[config.mk]
export PLATFORM = sky130hd
export DESIGN_NAME = calc_top
export DESIGN_NICKNAME = d
export VERILOG_FILES = /design/src/logic/calc_pkg.sv /design/src/logic/calc_arith.sv /design/src/logic/calc_controller.sv /design/src/logic/calc_top.sv /design/src/logic/keypad_scanner.sv
export SDC_FILE = /design/constraint.sdc
export NUM_CORES = 1
export LEC_CHECK = 0
export BUFFER_PORTS_ARGS = -buffer_cell sky130_fd_sc_hd__buf_2
export CORE_MARGIN = 1
export CORE_UTILIZATION = 40
export CTS_CLUSTER_SIZE = 30
export DETAILED_ROUTE_END_ITERATION = 10
export GPL_TIMING_DRIVEN = 1
export PLACE_DENSITY_LB_ADDON = 0.1
export SLEW_MARGIN = 20
export SYNTH_ARGS = -nofsm -noshare
export SYNTH_HDL_FRONTEND = slang
export SYNTH_HIERARCHICAL = 1
export SYNTH_SLANG_ARGS = --single-unit
[constraint.sdc]
create_clock -name clk -period 9.65 [get_ports clk]
set_input_delay 0.4825 -clock clk [delete_from_list [all_inputs] [get_ports clk]]
set_output_delay 0.4825 -clock clk [all_outputs]
set_load 0.02 [all_outputs]
[src/logic/calc_pkg.sv]
package calc_pkg;

    // what a token carries
    typedef enum logic [1:0] {
        TOK_DIGIT = 2'd0,  // payload read as digit
        TOK_OP    = 2'd1,  // payload read as operator
        TOK_EQ    = 2'd2,  // equals key
        TOK_SIGN  = 2'd3   // sign toggle key
    } token_kind_t;

    // operator codes as the keypad reports them
    typedef enum logic [2:0] {
        OP_NONE  = 3'd0,  // nothing stored yet
        OP_MINUS = 3'd1,  // minus symbol on sign key
        OP_ADD   = 3'd2,
        OP_SUB   = 3'd3,
        OP_MUL   = 3'd4
    } op_code_t;

    // operator view of the payload
    typedef struct packed {
        logic     spare;  // always zero
        op_code_t code;
    } op_field_t;

    // one 4-bit payload decoded two ways
    typedef union packed {
        logic [3:0] digit;  // 0 to 9
        op_field_t  op;
    } key_payload_u;

    // token from scanner to controller
    typedef struct packed {
        token_kind_t  kind;
        key_payload_u payload;
    } key_token_t;

    // key index is row*4 + column
    localparam logic [3:0] KEY_ADD  = 4'd3;   // row 0 col 3
    localparam logic [3:0] KEY_SUB  = 4'd7;   // row 1 col 3
    localparam logic [3:0] KEY_MUL  = 4'd11;  // row 2 col 3
    localparam logic [3:0] KEY_EQ   = 4'd12;  // row 3 col 0
    localparam logic [3:0] KEY_NONE = 4'd14;  // unused key
    localparam logic [3:0] KEY_SIGN = 4'd15;  // row 3 col 3

endpackage

[src/logic/calc_arith.sv]
`timescale 1ns/1ps

module calc_arith #(
    parameter int DATA_WIDTH = 16  // signed operand width
) (
    input  logic signed [DATA_WIDTH-1:0] operand_a,
    input  logic signed [DATA_WIDTH-1:0] operand_b,
    input  calc_pkg::op_code_t           op,
    output logic signed [DATA_WIDTH-1:0] sum_out,   // truncated result
    output logic                         overflow   // true result out of range
);
    import calc_pkg::*;

    localparam int WIDE = 2 * DATA_WIDTH;  // exact for product too

    logic signed [WIDE-1:0]       a_ext;
    logic signed [WIDE-1:0]       b_ext;
    logic signed [WIDE-1:0]       full;       // exact result
    logic signed [DATA_WIDTH-1:0] trunc;
    logic signed [WIDE-1:0]       trunc_ext;  // truncated, widened back

    assign a_ext = operand_a;  // sign extends
    assign b_ext = operand_b;

    always_comb begin
        case (op)
            OP_ADD:  full = a_ext + b_ext;
            OP_SUB:  full = a_ext - b_ext;
            OP_MUL:  full = a_ext * b_ext;
            default: full = b_ext;  // unknown op passes b
        endcase
    end

    assign trunc     = full[DATA_WIDTH-1:0];
    assign trunc_ext = trunc;

    // lost bits show up as a mismatch
    assign overflow = (trunc_ext != full);
    assign sum_out  = trunc;

endmodule

[src/logic/calc_controller.sv]
`timescale 1ns/1ps

module calc_controller #(
    parameter int DATA_WIDTH = 16  // signed operand width
) (
    input  logic                         clk,
    input  logic                         nRST,
    input  logic                         read_input,      // token waiting
    input  calc_pkg::key_token_t         token,
    output logic                         key_read,        // one cycle per token
    output logic signed [DATA_WIDTH-1:0] operand_a,
    output logic signed [DATA_WIDTH-1:0] operand_b,
    output calc_pkg::op_code_t           op,
    input  logic signed [DATA_WIDTH-1:0] sum_out,         // from arith unit
    input  logic                         arith_overflow,
    output logic signed [DATA_WIDTH-1:0] display_value,
    output logic                         result_valid,
    output logic                         overflow
);
    import calc_pkg::*;

    localparam int WIDE = DATA_WIDTH + 5;  // room for x10 plus a digit

    logic signed [DATA_WIDTH-1:0] entry;       // number being typed
    logic                         entry_neg;   // digits subtract when set
    logic signed [WIDE-1:0]       entry_wide;
    logic signed [WIDE-1:0]       digit_wide;
    logic signed [WIDE-1:0]       appended;    // entry with next digit
    logic                         digit_fits;

    // next entry value for a digit token
    always_comb begin
        entry_wide = entry;  // sign extends
        digit_wide = WIDE'(token.payload.digit);
        if (entry_neg) begin
            appended = entry_wide * WIDE'(10) - digit_wide;
        end else begin
            appended = entry_wide * WIDE'(10) + digit_wide;
        end
    end

    // upper bits must all match the new sign bit
    assign digit_fits = (appended[WIDE-1:DATA_WIDTH-1] ==
                         {(WIDE - DATA_WIDTH + 1){appended[DATA_WIDTH-1]}});

    always_ff @(posedge clk or negedge nRST) begin
        if (!nRST) begin
            key_read     <= 1'b0;
            entry        <= '0;
            entry_neg    <= 1'b0;
            operand_a    <= '0;
            op           <= OP_NONE;
            result_valid <= 1'b0;
            overflow     <= 1'b0;
        end else begin
            key_read     <= read_input && !key_read;  // pulse after first sample
            result_valid <= 1'b0;
            if (key_read) begin  // token acts on the pulse cycle
                case (token.kind)
                    TOK_DIGIT: begin
                        if (digit_fits) entry <= appended[DATA_WIDTH-1:0];  // else dropped
                    end
                    TOK_SIGN: begin
                        entry     <= -entry;
                        entry_neg <= !entry_neg;
                    end
                    TOK_OP: begin
                        operand_a <= entry;
                        op        <= token.payload.op.code;
                        entry     <= '0;  // start operand b
                        entry_neg <= 1'b0;
                    end
                    TOK_EQ: begin
                        entry        <= sum_out;  // result becomes next operand
                        entry_neg    <= sum_out[DATA_WIDTH-1];
                        overflow     <= arith_overflow;
                        result_valid <= 1'b1;
                    end
                    default: ;
                endcase
            end
        end
    end

    assign operand_b     = entry;  // second operand is what was typed
    assign display_value = entry;

endmodule

[src/logic/calc_top.sv]
`timescale 1ns/1ps

module calc_top #(
    parameter int DEBOUNCE_CYCLES = 10,  // scanner stable count
    parameter int DATA_WIDTH      = 16   // operand width
) (
    input  logic                         clk,
    input  logic                         nRST,
    input  logic [3:0]                   row_in,         // keypad rows
    output logic [3:0]                   col_out,        // keypad columns
    output logic signed [DATA_WIDTH-1:0] display_value,
    output logic                         result_valid,   // pulse per equals
    output logic                         overflow
);
    import calc_pkg::*;

    key_token_t                   token;
    logic                         read_input;
    logic                         key_read;
    logic signed [DATA_WIDTH-1:0] operand_a;
    logic signed [DATA_WIDTH-1:0] operand_b;
    op_code_t                     op;
    logic signed [DATA_WIDTH-1:0] sum_out;
    logic                         arith_overflow;

    keypad_scanner #(
        .DEBOUNCE_CYCLES(DEBOUNCE_CYCLES)
    ) scanner_i (
        .clk       (clk),
        .nRST      (nRST),
        .row_in    (row_in),
        .col_out   (col_out),
        .key_read  (key_read),
        .read_input(read_input),
        .token     (token)
    );

    calc_controller #(
        .DATA_WIDTH(DATA_WIDTH)
    ) controller_i (
        .clk           (clk),
        .nRST          (nRST),
        .read_input    (read_input),
        .token         (token),
        .key_read      (key_read),
        .operand_a     (operand_a),
        .operand_b     (operand_b),
        .op            (op),
        .sum_out       (sum_out),
        .arith_overflow(arith_overflow),
        .display_value (display_value),
        .result_valid  (result_valid),
        .overflow      (overflow)
    );

    calc_arith #(
        .DATA_WIDTH(DATA_WIDTH)
    ) arith_i (
        .operand_a(operand_a),
        .operand_b(operand_b),
        .op       (op),
        .sum_out  (sum_out),
        .overflow (arith_overflow)
    );

endmodule

[src/logic/keypad_scanner.sv]
`timescale 1ns/1ps

module keypad_scanner #(
    parameter int DEBOUNCE_CYCLES = 10  // stable pressed cycles to accept
) (
    input  logic                 clk,
    input  logic                 nRST,
    input  logic [3:0]           row_in,      // pulled up, low when pressed
    output logic [3:0]           col_out,     // one column low at a time
    input  logic                 key_read,    // consume pulse from controller
    output logic                 read_input,  // token waiting
    output calc_pkg::key_token_t token
);
    import calc_pkg::*;

    localparam int CNT_W = $clog2(DEBOUNCE_CYCLES + 1);

    typedef enum logic [1:0] {
        SCAN,
        DEBOUNCE,
        CONFIRM,
        WAIT_RELEASE
    } scan_state_t;

    scan_state_t      state;
    logic [3:0]       row_mid;     // first sync stage
    logic [3:0]       row_sync;    // second sync stage
    logic [1:0]       col_idx;     // active column
    logic [1:0]       col_d1;      // column behind row_mid
    logic [1:0]       col_d2;      // column behind row_sync
    logic [CNT_W-1:0] stable_cnt;
    logic             pressed;     // any synced row low
    logic             aligned;     // row_sync belongs to col_idx
    logic             accept;      // last debounce cycle passed
    logic [1:0]       low_row;
    logic [3:0]       key_idx;
    key_token_t       key_tok;

    // key index to token
    function automatic key_token_t encode_token(input logic [3:0] key);
        key_token_t tok;
        tok.kind = TOK_DIGIT;
        tok.payload.digit = 4'd0;
        case (key)
            4'd0, 4'd1, 4'd2:  tok.payload.digit = key + 4'd1;  // top row 1..3
            4'd4, 4'd5, 4'd6:  tok.payload.digit = key;         // 4..6
            4'd8, 4'd9, 4'd10: tok.payload.digit = key - 4'd1;  // 7..9
            4'd13:             tok.payload.digit = 4'd0;
            KEY_ADD: begin
                tok.kind = TOK_OP;
                tok.payload.op.spare = 1'b0;
                tok.payload.op.code = OP_ADD;
            end
            KEY_SUB: begin
                tok.kind = TOK_OP;
                tok.payload.op.spare = 1'b0;
                tok.payload.op.code = OP_SUB;
            end
            KEY_MUL: begin
                tok.kind = TOK_OP;
                tok.payload.op.spare = 1'b0;
                tok.payload.op.code = OP_MUL;
            end
            KEY_EQ:   tok.kind = TOK_EQ;
            KEY_SIGN: begin
                tok.kind = TOK_SIGN;
                tok.payload.op.spare = 1'b0;
                tok.payload.op.code = OP_MINUS;  // minus symbol
            end
            default: ;  // unused key never leaves
        endcase
        return tok;
    endfunction

    // two-flop row sync with matching column history
    always_ff @(posedge clk or negedge nRST) begin
        if (!nRST) begin
            row_mid  <= 4'hF;  // released
            row_sync <= 4'hF;
            col_d1   <= 2'd0;
            col_d2   <= 2'd0;
        end else begin
            row_mid  <= row_in;
            row_sync <= row_mid;
            col_d1   <= col_idx;
            col_d2   <= col_d1;
        end
    end

    assign col_out = ~(4'b0001 << col_idx);  // active low column
    assign pressed = ~&row_sync;
    assign aligned = (col_d2 == col_idx);

    // lowest low row wins
    always_comb begin
        low_row = 2'd0;
        for (int r = 3; r >= 0; r--) begin
            if (!row_sync[r]) low_row = 2'(r);
        end
    end

    assign key_idx = {low_row, col_idx};
    assign key_tok = encode_token(key_idx);
    assign accept  = (state == DEBOUNCE) && aligned && pressed &&
                     (stable_cnt == CNT_W'(DEBOUNCE_CYCLES - 1));

    always_ff @(posedge clk or negedge nRST) begin
        if (!nRST) begin
            state      <= SCAN;
            col_idx    <= 2'd0;
            stable_cnt <= '0;
            read_input <= 1'b0;
        end else begin
            case (state)
                SCAN: begin
                    if (pressed) begin
                        col_idx    <= col_d2;  // back to column that pulled the row
                        stable_cnt <= '0;
                        state      <= DEBOUNCE;
                    end else begin
                        col_idx <= col_idx + 2'd1;  // wraps after col 3
                    end
                end
                DEBOUNCE: begin
                    if (aligned) begin  // hold until pipeline refilled
                        if (!pressed) begin
                            stable_cnt <= '0;
                            state      <= SCAN;  // bounce, rescan
                        end else if (accept) begin
                            stable_cnt <= '0;
                            if (key_idx == KEY_NONE) begin
                                state <= WAIT_RELEASE;  // no token for it
                            end else begin
                                read_input <= 1'b1;
                                state      <= CONFIRM;
                            end
                        end else begin
                            stable_cnt <= stable_cnt + 1'b1;
                        end
                    end
                end
                CONFIRM: begin
                    if (key_read) begin  // presses ignored till then
                        read_input <= 1'b0;
                        state      <= WAIT_RELEASE;
                    end
                end
                WAIT_RELEASE: begin
                    if (!pressed) state <= SCAN;  // all rows high again
                end
                default: state <= SCAN;
            endcase
        end
    end

    // token held steady while read_input is up
    always_ff @(posedge clk) begin
        if (accept) token <= key_tok;
    end

endmodule

# Word level (Yosys, flattened, before mapping)

Index checks and enable logic that the tools add are counted.

$add $sub $neg: 9
Multipliers: 2
Equal/unequal tests: 37
Shifts and indexed selects: 1
Multiplexer cells: 33
Bitwise gates (word level): 1
Reductions and logical operators: 26

Operators with widths:

| operator                                                             | count |
|---|---|
| 32-bit case mux with 3 select lines                                  | 1 |
| 16-bit case mux with 4 select lines                                  | 1 |
| 4-bit == test, second input constant                                 | 8 |
| 16-bit by 16-bit multiplier with 32-bit output                       | 1 |
| 4-bit case mux with 7 select lines                                   | 1 |
| 2-bit 2-to-1 mux                                                     | 11 |
| 21-bit by 5-bit adder with 21-bit output                             | 1 |
| 21-bit 2-to-1 mux                                                    | 1 |
| 21-bit by 5-bit subtractor with 21-bit output                        | 1 |
| 16-bit by 4-bit multiplier with 20-bit output, second input constant | 1 |
| 16-bit by 16-bit adder with 17-bit output                            | 1 |
| 16-bit by 16-bit subtractor with 17-bit output                       | 1 |
| 4-bit by 3-bit == test with 1-bit output, second input constant      | 4 |
| 16-bit 2-to-1 mux                                                    | 1 |
| 4-bit 2-to-1 mux                                                     | 4 |
| 1-bit by 16-bit != test with 1-bit output                            | 1 |
| 16-bit negation                                                      | 1 |
| 3-bit OR reduction                                                   | 4 |
| 2-bit by 1-bit != test with 1-bit output, second input constant      | 5 |
| 4-bit by 1-bit adder with 4-bit output, second input constant        | 2 |
| 2-bit == test, second input constant                                 | 4 |
| 4-bit by 2-bit == test with 1-bit output, second input constant      | 2 |
| 1-bit 2-to-1 mux                                                     | 8 |
| 2-bit case mux with 4 select lines                                   | 1 |
| other kinds (28)                                                     | 43 |

Flip-flop bits (word level): 66
Output and inout bits: 22
Logic and storage cells: 127

# Logic depth before layout (Yosys ltp)

Depth after elaboration: 10
Depth in mapped cells: 29

# By module

Netlist, hierarchy kept.

By module, submodules not included:

| module          | times used | cells an instance | area an instance (um^2) |
|---|---|---|---|
| calc_arith      | 1          | 1390              | 11845.1 |
| calc_controller | 1          | 448               | 4072.7 |
| keypad_scanner  | 1          | 110               | 1273.7 |

# Worst setup path after synthesis

No wires, ideal clock.

Kind: register -> register
Start point: register controller_i.entry[1] (netlist: controller_i/display_value[1])
End point: register controller_i.overflow
Setup time: 0.125 ns
Arrival: 7.315 ns
Required time: 9.525 ns
Path slack: 2.210 ns
Cell stages (with the launch flop): 26
Path buffers: 2
Cells stage by stage: dfrtp_1 > buf_4 > clkbuf_1 > nand2_1 > inv_1 > fa_1 > inv_1 > fa_1 > inv_1 > fa_1 > inv_1 > fa_1 > fa_1 > fa_1 > inv_1 > ha_1 > and3_1 > a221o_1 > a21o_1 > o21a_2 > nor3_2 > nand3b_1 > or4_1 > o41ai_2 > mux2i_1 > mux2_2

Cells in the longest elaborated chain, start to end: 3

RTL lines:

| what                                                                         | RTL line              | text |
|---|---|---|
| start, declared                                                              | calc_controller.sv:24 | `logic signed [DATA_WIDTH-1:0] entry;` |
| start signal, assigned                                                       | calc_controller.sv:61 | `if (digit_fits) entry <= appended[DATA_WIDTH-1:0];` |
| start signal, assigned                                                       | calc_controller.sv:64 | `entry <= -entry;` |
| start signal, assigned                                                       | calc_controller.sv:74 | `entry <= sum_out;` |
| 16-bit by 16-bit multiplier with 32-bit output, or another cell as far along | calc_arith.sv:29      | `OP_MUL: full = a_ext * b_ext;` |
| 32-bit case mux with 3 select lines (*)                                      | calc_arith.sv:26      | `case (op)` |
| 1-bit by 16-bit != test with 1-bit output (*)                                | calc_arith.sv:38      | `assign overflow = (trunc_ext != full);` |
| net arith_overflow                                                           | calc_top.sv:24        | `logic arith_overflow;` |
| end signal, assigned                                                         | calc_controller.sv:76 | `overflow <= arith_overflow;` |
| end, declared                                                                | calc_controller.sv:18 | `output logic overflow` |

Mark *: on every way through the listed nets, which the timed path passes. The rest lies on a longest branch.
A chain may end at the register's enable or synchronous reset.

# Worst setup path after layout

Ends and elaborated chain as after synthesis.

==> results.yml <==
setup_path:
  slowest_stage: "fa_1"
  slowest_delay_ns: 0.73
  required_ns: 9.91
  cp-end-kind: "register"
  startpoint_type: "register"
  critPathMostFrequentCell: "fa_1"
  critPathMaxFanout: 21
  critPathTopFamily: "adder cells"
  cp_data_arrival_time_ns: 8.14
  path_class: "register to register"
  cp_num_buf_inv: 6
timing:
  finalCritPeriodShare: 0.817
  hold_viol_final: 0
  max_freq_ghz: 0.127
  fin_crit_ns: 7.88
  finalSetupViolCount: 0
  rsz0062_at_grt: "no"
  fin_skew_ns: 0.0264
  timing.setup.tns_ns: 0
  drv_slew: 0
  maxSlewHeadroom: 0.347
  tightestPinTransition_ns: 0.979
placement:
  port_buffers: 27
  gp_congestion: 0.891
  dp_hpwl_microns: 41200
  placed_area_sq_um: 17700
cts:
  cts_tree: "yes"
  clk_latency_ns: 0.36
  cts.sinks: 66
  cts_resized: 0
  hold_buffers: 0
  cts_buffers: 9
  cts_buffer_depth: 2
  cts.clk_slew.worst_paths_ns: 0.08
  cts_setup_buffers: 0
  h-tree-depth: 3
  root_buffer: "clkbuf_16"
global_route:
  grt_pass1_wl_microns: 80300
  antenna_found_initial: 0
  grtUsageTotal: 0.240
  grt_pass1_vias: 14000
  grt_overflow_total: 0
  grt_max_degree: 61
final_layout:
  area_growth_pct: 5.15
  drive_gt1_frac: 0.0792
  final_cell_area_sq_um: 18100
  ff_latch_area_sq_um: 1690
  fin_nets: 2363
  diodes: 0
  multi_input_area_sq_um: 13800
  fillers: 4264
min_path:
  hp-class: "input port to register"
yosys:
  ys_seq_elements: 66
  synthFlopType: "dfrtp_1"
  syn_avg_cell_area_sq_um: 8.83
  yosysWarnings: 6
  synth_area_sq_um: 17200
  synth_seq_area_share: 0.0984
  ys_types: 102
  synth-async-reset-ratio: 0.909
  synth-edff-count: 6
  syn_inst: 1948
  synthesis.nets: 2385
detailed_routing:
  drc: 0
  post_drt_wl_per_cell_microns: 20.7
  detail_route.iter0.violations: 757
  vias: 13800
  drt-total-wl_microns: 51200
  antenna_left: 0
  dr.pass1.iters: 5
  viasPerCell: 5.57
die:
  row_count: 75
  die_y_microns: 209
  die_w_microns: 209
  start_util: 0.408
  die-area_sq_um: 43800
  io-pin-count: 28
  core_sq_um: 42100
outcome:
  status: "finished, final reports clean"
run:
  drv_cap: 0
-- cell families after synthesis --
family,Yosys count,synth area share
compound gates,330,0.135
xor+xnor,86,0.0443
fa+ha+maj,431,0.430
buf+inv,409,0.0974
flops,66,0.0984
mux,34,0.0235
simple gates,592,0.171
-- sequential cells by signal, summed over array words and instances, names as in the netlist, named ones only --
register,count
controller_i/display_value,16
controller_i/operand_a,16
scanner_i/token,6
scanner_i/row_mid,4
scanner_i/row_sync,4
scanner_i/stable_cnt,4
controller_i/op,3
scanner_i/col_d1,2
scanner_i/col_d2,2
scanner_i/col_idx,2
controller_i/entry_neg,1
controller_i/key_read,1
controller_i/overflow,1
controller_i/result_valid,1
scanner_i/read_input,1
scanner_i/state,1
-- layout make-up --
type | instances | share of cell area
multi-input combinational | 1473 | 0.765
clock buffer | 9 | 0.0125
sequential | 66 | 0.0936
timing repair buffer | 56 | 0.0195
tap | 539 | 0.0373
inverter | 320 | 0.0664
clock inverter | 7 | 0.00554
-- final timing paths --
check	cells after the start	endpoint	from	slack (ns)
hold reg to reg	0	scanner_i/col_d2[0]	scanner_i/col_d1[0]	0.35
setup / recovery	25	controller_i/overflow	controller_i/display_value[1]	1.77
min in group asynchronous	2	scanner_i/col_d1[1]	nRST	0.29
hold / removal	1	scanner_i/row_mid[0]	row_in[0]	0.23
max in group asynchronous	2	controller_i/operand_a[15]	nRST	8.75
setup reg to reg	25	controller_i/overflow	controller_i/display_value[1]	1.77
-- synthesized netlist by cell type, drive strengths merged (30+ instances only) --
| library cell | instances | share of area |
|---|---|---|
| inv | 320 | 0.070 |
| fa | 267 | 0.31 |
| nand2 | 227 | 0.050 |
| ha | 164 | 0.12 |
| nor2 | 102 | 0.022 |
| a21oi | 77 | 0.023 |
| and2 | 72 | 0.026 |
| o21ai | 71 | 0.022 |
| xnor2 | 63 | 0.032 |
| clkbuf | 58 | 0.014 |
| dfrtp | 52 | 0.076 |
| nor3 | 37 | 0.012 |
| buf | 30 | 0.013 |
| nand3 | 30 | 0.0090 |
-- cell usage in the layout (no fill, tap or decap), types with 10 or more instances in the layout --
master / instances
inv_1: 320
buf_2: 27
ha_1: 163
mux2_2: 19
a21oi_1: 75
xnor2_1: 63
nor2b_1: 13
buf_4: 29
o31ai_1: 12
nor2_1: 102
a31oi_1: 13
a21o_1: 17
nor3_1: 34
a221oi_1: 15
o211ai_1: 13
nand2b_1: 29
o21ai_0: 66
nand3_1: 29
xor2_1: 22
fa_1: 267
and2_1: 72
dfrtp_1: 52
o21a_1: 12
nand2_1: 225
or3_1: 14
nand4_1: 11
nor4_1: 10
a22oi_1: 13
-- routing by layer --
layer | GRT usage | vias to the layer above | routed length (microns)
met1 | 0.345 | 6987 | 23800
li1 | - | 6340 | -
met4 | 0.0624 | 0 | 1160
met2 | 0.379 | 373 | 23600
met3 | 0.0319 | 52 | 2720
met5 | 0 | - | 0
-- stage by stage --
stage / hold slack [ns] / worst slack (ns) / utilization / std cells
final: 0.230 / 1.77 / 0.429 / 2470
after global placement: 0.333 / 1.90 / 0.421 / 2454
after detailed placement: 0.335 / 1.75 / 0.421 / 2454
after global routing: 0.216 / 1.24 / 0.429 / 2470
after CTS: 0.217 / 1.74 / 0.429 / 2470
after floorplan: 0.187 / 2.21 / - / 1948
Power is left out: the tool's default activity adds up to more than one toggle a clock period on the data nets, which glitch-free logic cannot reach.
